[src/rtl/tcm_pkg.sv]
// tcm bus types and address map
package tcm_pkg;

    // ============================================================
    // bus vector types
    // ============================================================

    typedef logic [31:0] addr_t;  // wishbone byte address
    typedef logic [31:0] data_t;  // wishbone data word
    typedef logic [3:0]  sel_t;   // one lane bit per byte of data_t

    // ============================================================
    // address map
    // ============================================================

    // bank bases aligned to the bank size
    localparam addr_t ITCM_BASE = 32'h0000_0000;
    localparam addr_t DTCM_BASE = 32'h0001_0000;

    // words per bank as a power of two
    localparam int DEF_DEPTH = 512;

    // ============================================================
    // power-up contents
    // ============================================================

    // addi x0, x0, 0 so a core running out of fresh itcm just slides
    localparam data_t ITCM_FILL = 32'h0000_0013;

    // dtcm words power up holding the value one
    localparam data_t DTCM_FILL = 32'h0000_0001;

endpackage

[src/rtl/tcm_decoder.sv]
// tcm address decoder and response merge
`timescale 1ns/100ps

module tcm_decoder #(
    parameter int             DEPTH          = tcm_pkg::DEF_DEPTH,  // words per bank
    parameter tcm_pkg::addr_t ITCM_BASE_ADDR = tcm_pkg::ITCM_BASE,  // bank-aligned
    parameter tcm_pkg::addr_t DTCM_BASE_ADDR = tcm_pkg::DTCM_BASE   // bank-aligned
) (
    input  logic                     clk,
    input  logic                     rst_n,
    input  logic                     cyc,
    input  logic                     stb,
    input  tcm_pkg::addr_t           adr,
    input  tcm_pkg::data_t           i_rdata,  // from itcm port
    input  logic                     i_ack,
    input  tcm_pkg::data_t           d_rdata,  // from dtcm port
    input  logic                     d_ack,
    output logic                     i_stb,    // to itcm port
    output logic                     d_stb,    // to dtcm port
    output logic [$clog2(DEPTH)-1:0] idx,      // shared word index
    output tcm_pkg::data_t           dat_r,
    output logic                     ack,
    output logic                     err
);

    import tcm_pkg::*;

    // ============================================================
    // address fields
    // ============================================================

    localparam int AW      = $bits(addr_t);
    localparam int IDX_W   = $clog2(DEPTH);
    localparam int TAG_LSB = IDX_W + 2;  // first bit above the word index

    logic req;    // live wishbone beat
    logic i_hit;  // tag matches itcm base
    logic d_hit;  // tag matches dtcm base
    logic miss;   // live beat outside both banks

    // byte offset bits [1:0] are covered by sel
    assign idx = adr[TAG_LSB-1:2];

    // ============================================================
    // bank select
    // ============================================================

    assign req = cyc & stb;

    assign i_hit = (adr[AW-1:TAG_LSB] == ITCM_BASE_ADDR[AW-1:TAG_LSB]);
    assign d_hit = (adr[AW-1:TAG_LSB] == DTCM_BASE_ADDR[AW-1:TAG_LSB]) & ~i_hit;  // itcm wins

    // strobe goes to the selected port only
    assign i_stb = req & i_hit;
    assign d_stb = req & d_hit;

    // unmapped beats strobe neither port, memory untouched
    assign miss = req & ~i_hit & ~d_hit;

    // ============================================================
    // error response
    // ============================================================

    // same one-cycle rule as the bank acks
    // clears itself so a held strobe errors once
    always_ff @(posedge clk) begin
        if (!rst_n) begin
            err <= 1'b0;
        end else begin
            err <= miss & ~err;
        end
    end

    // ============================================================
    // response merge
    // ============================================================

    // at most one bank acks per beat
    assign ack = i_ack | d_ack;

    // and-or mux keyed by the acking bank, zero when idle
    assign dat_r = ({$bits(data_t){i_ack}} & i_rdata)
                 | ({$bits(data_t){d_ack}} & d_rdata);

endmodule

[config.mk]
export PLATFORM = sky130hd
export DESIGN_NAME = tcm_decoder
export DESIGN_NICKNAME = d
export VERILOG_FILES = /design/src/rtl/tcm_pkg.sv /design/src/rtl/tcm_decoder.sv
export SDC_FILE = /design/constraint.sdc
export NUM_CORES = 1
export LEC_CHECK = 0
export ABC_CLOCK_PERIOD_IN_PS = 2920
export BUFFER_PORTS_ARGS = -buffer_cell sky130_fd_sc_hd__buf_2
export CORE_AREA = 2 2 56 58
export CTS_CLUSTER_DIAMETER = 40
export DETAILED_ROUTE_END_ITERATION = 10
export DIE_AREA = 0 0 58 60
export PLACE_DENSITY = 0.77
export SETUP_SLACK_MARGIN = 0.5
export SKIP_CTS_REPAIR_TIMING = 1
export SLEW_MARGIN = 30
export SYNTH_ARGS = -nofsm -noshare
export SYNTH_HDL_FRONTEND = slang
export SYNTH_SLANG_ARGS = --single-unit
[constraint.sdc]
create_clock -name clk -period 2.92 [get_ports clk]
set_clock_uncertainty 0.2 [all_clocks]
set_input_delay 0.292 -clock clk [delete_from_list [all_inputs] [get_ports clk]]
set_output_delay 0.292 -clock clk [all_outputs]
set_load 0.05 [all_outputs]
==> flow_summary.toml, run 1 <==
[placement]
gp_congestion = 0.784
place.port_buffers = 126

[sta]
maxSlewHeadroom_pct = 63.1
min_period_ns = 1.92
fin_tns_setup_ns = 0
setup_violations = 0
worst_slew_pin_slew_ns = 0.554
slew_violations = 0
hold_viol = 0
whs_ns = 0.299
rsz0062_at_grt = "false"
fin_crit_sh_pct = 65.9
max_freq_mhz = 520

[die]
io-pin-count = 147
die_w_um = 58
die_h_um = 60
dieArea_um2 = 3480
coreArea_um2 = 2900
initial_core_util_pct = 17.0
rows = 20

[run_status]
status = "complete, no violations"

[route]
vias = 972
drt_iter0_markers = 53
drc = 0
drt-total-wl_um = 2470
vias_per_cell = 4.72
dr.pass1.iters = 4
ant_nets = 0
wire_per_inst_um = 12.0

[clock_tree]
clk_pin_slew_ns = 0
insertion_delay_ns = 0

[critical_path]
slowest_delay_ns = 0.30
crit_path_start_kind = "input port"
crit_type = "in -> out"
cp.required_ns = 2.43
reg2regPathDepth = 2
crit_slowest_cell = "buf_2"
endpoint_kind = "primary output"
r2r_slack_ns = 2.06
crit_chain = "buf_2 -> nor4_1 -> nand3_1 -> nor4_2 -> buf_2"
critPathArrivalTime_ns = 1.43
critPathMaxFanout = 3
cpMostUsedCell = "buf_2"

[grt]
antenna_found_initial = 0
gr-usage-met1_pct = 11.6
grt_most_used_layer = "met2"
grt_max_degree = 34
grt_pass1_vias = 815
grt_pass1_wl_um = 3340
grt_use_total_pct = 11.7
grtUsageMet2_pct = 26.1
use_met3_pct = 1.73
globalRouteOverflowTotal = 0

[yosys]
synth_area_per_cell_um2 = 7.70
synth.largest_area_cell = "a22o_1"
yosys_warnings = 0
synth_top_area_share_pct = 56.9
synth_edf_count = 0
ys_seq_elements = 1
synth_commonest_cells = "a22o_1 (32), buf_4 (9), buf_2 (6), nor4_1 (5)"
synth_nets = 166
async_flop_share_pct = 0
synthTopCellsByArea = "a22o_1 (57%), buf_4 (14%), nor4_1 (6.3%), buf_2 (6.1%), dfxtp_1 (4.1%)"
ys_types = 13
yosysMostFrequentCell = "a22o_1"
ys.flop_type = "dfxtp_1"
synthesis.area_um2 = 493
synth_seq_area_share_pct = 4.06
synthCells = 64

[final_layout]
area_growth_pct = 115
reg.largest.list = "err (1)"
largest_register_ffs = 1
top_register = "err"
final_nets = 277
insertedDiodeCount = 0
layout-drive-gt1-share_pct = 74.0

[worst_hold_path]
whs_path_depth = 2
hold_class = "reg -> reg"

[pwr]
vdd_ir_drop_max_uv = 138
power.leakage_nw = 0.656
power.density_nw_per_um2 = 272

[flow_run]
drv_cap = 0
-- cells by family after synthesis --
family / Yosys count / synth area share, %
AO/OA/AOI/OAI: 33 / 58.4
buffers and inverters: 17 / 21.3
AND/OR/NAND/NOR: 13 / 16.2
flip-flops: 1 / 4.06
-- layout by cell type (no fill, tap or decap) --
cell / instances
nor4_2: 1
nor3_1: 1
o21a_1: 1
nor3b_1: 1
nand2_1: 2
or2_2: 1
nor4_1: 5
a22o_1: 32
buf_2: 126
nand3_1: 2
dfxtp_1: 1
-- where the power goes --
group / internal, W / total (W) / switching, W / leakage [nW]
Combinational: 0.0000928 / 0.000273 / 0.000181 / 0.648
Clock: 0 / 0 / 0 / 0
Sequential: 0.0000145 / 0.0000148 / 0.000000237 / 0.00820
-- final timing paths --
check | start | endpoint
min | err | err
max | adr[20] | i_stb
max reg2reg | err | err
min reg2reg | err | err
-- final cells by class --
cell class / instances / area (µm²)
fill: 314 / 1840
tap: 33 / 41.3
multi-input combinational: 46 / 368
sequential: 1 / 20.0
timing repair buffer: 126 / 631
-- per-layer routing --
metal  vias up  part of all wire [%]
met1       419                    34
met5         -                     0
met2        79                    53
met4         0                     0
li1        474                     -
met3         0                    14
-- metrics by stage --
stage	area, µm²	std cells	util (%)	total power, W	setup WS (ns)
2_1_floorplan	493	64	-	0.000229	0.611
3_3_place_gp	1060	206	36.5	0.000287	1.02
3_5_place_dp	1060	206	36.5	0.000289	0.993
4_1_cts	1060	206	36.5	0.000290	0.985
5_1_grt	1060	206	36.5	0.000304	0.806
6_report	1060	206	36.5	0.000288	0.997
-- worst max-delay path: cells and delay by family --
family / cells / cell delay [ns]
simple gates: 3 / 0.75
buf+inv: 2 / 0.40
(Power assumes the default switching activity.)
==> inputs of run 2 (changes only) <==
--- a/config.mk
+++ b/config.mk
@@ -5,13 +5,13 @@
 export SDC_FILE = /design/constraint.sdc
 export NUM_CORES = 1
 export LEC_CHECK = 0
-export ABC_CLOCK_PERIOD_IN_PS = 2920
+export ABC_CLOCK_PERIOD_IN_PS = 2000
 export BUFFER_PORTS_ARGS = -buffer_cell sky130_fd_sc_hd__buf_2
-export CORE_AREA = 2 2 56 58
+export CORE_AREA = 2 2 58 60
 export CTS_CLUSTER_DIAMETER = 40
 export DETAILED_ROUTE_END_ITERATION = 10
-export DIE_AREA = 0 0 58 60
-export PLACE_DENSITY = 0.77
+export DIE_AREA = 0 0 60 62
+export PLACE_DENSITY = 0.72
 export SETUP_SLACK_MARGIN = 0.5
 export SKIP_CTS_REPAIR_TIMING = 1
 export SLEW_MARGIN = 30
==> constraint.sdc (replaced) <==
create_clock -name clk -period 2 [get_ports clk]
set_clock_uncertainty 0.2 [all_clocks]
set_input_delay 0.2 -clock clk [delete_from_list [all_inputs] [get_ports clk]]
set_output_delay 0.2 -clock clk [all_outputs]
set_load 0.05 [all_outputs]
==> flow_summary.toml, run 2 (synthesized netlist as in run 1, its figures left out) <==
[critical_path]
crit_slowest_cell = "nor4_4"
cp.required_ns = 1.60
crit_chain = "buf_6 -> nor4_4 -> nand2_2 -> nor4_4 -> buf_6"
critPathArrivalTime_ns = 1.13
endpoint_kind = "primary output"
critPathMaxFanout = 3
slowest_delay_ns = 0.27
crit_type = "in -> out"
r2r_slack_ns = 1.15
reg2regPathDepth = 2
rr_endpoint = "err"
reg2reg_from = "err"
crit_buf_inv = 2
crit_cells = 5
crit_path_start_kind = "input port"
crit_family = "simple AND/OR/NAND/NOR gates"

[final_layout]
layout-drive-gt1-share_pct = 78.6
top_register = "err"
insertedDiodeCount = 0
final-seq-area_um2 = 20.0
reg.largest.list = "err (1)"
area_growth_pct = 152
final_nets = 277
mostFrequentLayoutCell = "buf_2"
final_area_um2 = 1240
multi_input_area_um2 = 470
layout_common_cells = "buf_2 (115), a22o_1 (32), buf_6 (9), nor4_4 (6), clkbuf_4 (2)"
largest_register_ffs = 1
fill_cells = 356

[die]
io-pin-count = 147
initial_core_util_pct = 15.5
dieArea_um2 = 3720
die_h_um = 62
coreArea_um2 = 3180
rows = 21
die_w_um = 60

[clock_tree]
insertion_delay_ns = 0

[sta]
worst_slew_pin_slew_ns = 0.334
fin_tns_setup_ns = 0
layout_setup_ws_ns = 0.466
maxSlewHeadroom_pct = 77.7
slew_violations = 0
min_period_ns = 1.53
whs_ns = 0.200
setup_violations = 0
fin_crit_sh_pct = 76.7
hold_viol = 0
max_freq_mhz = 652
rsz0062_at_grt = "true"

[placement]
post_dp_cell_area_um2 = 1150
gp_congestion = 0.785
place.port_buffers = 126
dp_slack_ns = 0.222

[flow_run]
drv_cap = 0

[worst_hold_path]
whs_path_depth = 0
hp-start = "adr[3]"
whs_endpoint = "idx[1]"
hold_class = "in -> out"

[pwr]
power.density_nw_per_um2 = 362
vdd_ir_drop_max_uv = 126
power.leakage_nw = 0.706

[run_status]
status = "complete, no violations"

[route]
drt-total-wl_um = 2700
drt_iter0_markers = 34
vias = 984
ant_nets = 0
dr.pass1.iters = 4
wire_per_inst_um = 12.3
drc = 0
vias_per_cell = 4.49

[grt]
gr-usage-met1_pct = 12.2
grt_most_used_layer = "met2"
grt_pass1_vias = 738
grt_use_total_pct = 11.0
antenna_found_initial = 0
grtUsageMet2_pct = 22.7
grt_pass1_wl_um = 3190
use_met3_pct = 1.66
grt_max_degree = 34
globalRouteOverflowTotal = 0
-- run 2: how the worst max path moves through the flow --
stage / from / endpoint / slack, ns
2_1_floorplan: adr[28] / i_stb / 0.28
3_3_place_gp: adr[20] / i_stb / 0.23
3_5_place_dp: adr[20] / i_stb / 0.22
4_1_cts: adr[20] / i_stb / 0.22
5_1_grt: adr[22] / i_stb / 0.41
6_report: adr[17] / i_stb / 0.47
-- run 2: metrics by stage --
stage | std cells | power, W | util (%)
2_1_floorplan | 64 | 0.000338 | -
3_5_place_dp | 219 | 0.000434 | 36.0
3_3_place_gp | 219 | 0.000431 | 36.0
6_report | 219 | 0.000449 | 39.0
4_1_cts | 219 | 0.000434 | 36.0
5_1_grt | 219 | 0.000472 | 39.0
-- run 2: area by class of cell --
class	count	share of cell area, %
Timing Repair Buffer	126	55.8
Multi-Input combinational cell	46	37.9
Tap cell	46	4.64
Sequential cell	1	1.61
-- run 2: report_power, final --
| part | switching (W) | internal, W |
|---|---|---|
| Clock | 0 | 0 |
| Combinational | 0.000278 | 0.000149 |
| Sequential | 0.000000333 | 0.0000212 |
| Total | 0.000278 | 0.000170 |
-- run 2: layer usage --
metal	wire length, µm	vias up
met2	1380	80
met4	2	0
met3	354	2
met5	0	-
met1	962	428
li1	-	474
==> inputs of run 3 (changes only) <==
--- a/config.mk
+++ b/config.mk
@@ -5,13 +5,13 @@
 export SDC_FILE = /design/constraint.sdc
 export NUM_CORES = 1
 export LEC_CHECK = 0
-export ABC_CLOCK_PERIOD_IN_PS = 2000
+export ABC_CLOCK_PERIOD_IN_PS = 1330
 export BUFFER_PORTS_ARGS = -buffer_cell sky130_fd_sc_hd__buf_2
-export CORE_AREA = 2 2 58 60
+export CORE_AREA = 2 2 57 59
 export CTS_CLUSTER_DIAMETER = 40
 export DETAILED_ROUTE_END_ITERATION = 10
-export DIE_AREA = 0 0 60 62
-export PLACE_DENSITY = 0.72
+export DIE_AREA = 0 0 59 61
+export PLACE_DENSITY = 0.77
 export SETUP_SLACK_MARGIN = 0.5
 export SKIP_CTS_REPAIR_TIMING = 1
 export SLEW_MARGIN = 30
==> constraint.sdc (replaced) <==
create_clock -name clk -period 1.33 [get_ports clk]
set_clock_uncertainty 0.2 [all_clocks]
set_input_delay 0.133 -clock clk [delete_from_list [all_inputs] [get_ports clk]]
set_output_delay 0.133 -clock clk [all_outputs]
set_load 0.05 [all_outputs]
==> flow_summary.toml, run 3 (synthesized netlist as in run 1, its figures left out) <==
[clock_tree]
insertion_delay_ns = 0

[placement]
hpwl_um = 2380
place.port_buffers = 126
gp_congestion = 0.707
dp_slack_ns = -0.309

[final_layout]
area_growth_pct = 321
insertedDiodeCount = 0
top_register = "err"
layout-drive-gt1-share_pct = 97.8
final_nets = 288
largest_register_ffs = 1
layout_common_cells = "buf_2 (82), buf_8 (34), a22o_4 (32), buf_6 (10)"
mostFrequentLayoutCell = "buf_2"
reg.largest.list = "err (1)"

[route]
vias_per_cell = 5.02
drc = 0
dr.pass1.iters = 4
vias = 1090
drt_iter0_markers = 15
ant_nets = 0
drt-total-wl_um = 3740
wire_per_inst_um = 17.2

[die]
initial_core_util_pct = 16.7
die_w_um = 59
coreArea_um2 = 2950
io-pin-count = 147
dieArea_um2 = 3600
die_h_um = 61
rows = 20

[run_status]
status = "complete, but fails checks"
violations = "setup timing"

[critical_path]
critPathArrivalTime_ns = 1.10
endpoint_kind = "primary output"
r2r_slack_ns = 0.45
reg2regPathDepth = 2
slowest_delay_ns = 0.28
crit_chain = "buf_2 -> nor4_2 -> nand2_2 -> nor4_4 -> buf_6"
cp.required_ns = 1.00
crit_slowest_cell = "nor4_2"
critPathMaxFanout = 3
crit_path_start_kind = "input port"
rr_endpoint = "err"
crit_type = "in -> out"
reg2reg_from = "err"

[flow_run]
drv_cap = 0

[sta]
layout_setup_ws_ns = -0.103
hold_viol = 0
setup_violations = 2
maxSlewHeadroom_pct = 84.4
slew_violations = 0
max_freq_mhz = 698
fin_tns_setup_ns = -0.164
worst_slew_pin_slew_ns = 0.232
fin_crit_sh_pct = 108
min_period_ns = 1.43
rsz0062_at_grt = "true"

[pwr]
vdd_ir_drop_max_uv = 299
power.leakage_nw = 1.04
power.density_nw_per_um2 = 517

[grt]
grt_pass1_vias = 958
globalRouteOverflowTotal = 0
grt_use_total_pct = 13.5
grt_max_degree = 34
antenna_found_initial = 0
grt_pass1_wl_um = 3930

[worst_hold_path]
whs_endpoint = "idx[1]"
whs_path_depth = 0
hp-start = "adr[3]"
hold_class = "in -> out"
## run 3: final cells by class
class	instances	area, µm²
Timing Repair Buffer	137	1270
Fill cell	219	880
Multi-Input combinational cell	46	744
Tap cell	33	41.3
Sequential cell	1	21.3
## run 3: layer usage
| layer | vias up | routed length [µm] | share of wire [%] | GRT usage, % |
|---|---|---|---|---|
| met3 | 4 | 382 | 10 | 2.35 |
| met4 | 0 | 12 | 0.32 | 1.30 |
| met1 | 504 | 1270 | 34 | 14.4 |
| li1 | 502 | - | - | - |
| met5 | - | 0 | 0 | 0 |
| met2 | 80 | 2080 | 56 | 27.9 |
## run 3: power by group
group          total (W)  switching (W)  internal, W
logic            0.00104       0.000514     0.000524
clock network          0              0            0
registers      0.0000329    0.000000786    0.0000321
total            0.00107       0.000514     0.000557
## run 3: through the flow
stage                     utilization [%]  instances  area (µm²)  total power [W]  hold slack [ns]
after global routing                 70.2        217        2070          0.00111           0.0661
after floorplan                         -         64         951         0.000653            0.136
final                                70.2        217        2070          0.00107           0.0661
after CTS                            50.2        210        1480         0.000793           0.0663
after global placement               50.2        210        1480         0.000784           0.0663
after detailed placement             50.2        210        1480         0.000792           0.0663
## run 3: how the worst max path moves through the flow
stage	from	to	slack [ns]	depth (start not counted)
global placement	adr[28]	i_stb	-0.29	5
global route	adr[22]	i_stb	-0.15	5
finish	adr[13]	i_stb	-0.10	5
floorplan	adr[28]	i_stb	-0.25	3
detailed placement	adr[24]	i_stb	-0.31	5
CTS	adr[24]	i_stb	-0.31	5
## run 3: critical path, delay by kind of cell
kind	cells	cell delay, ns
simple gates	3	0.67
buf+inv	2	0.29
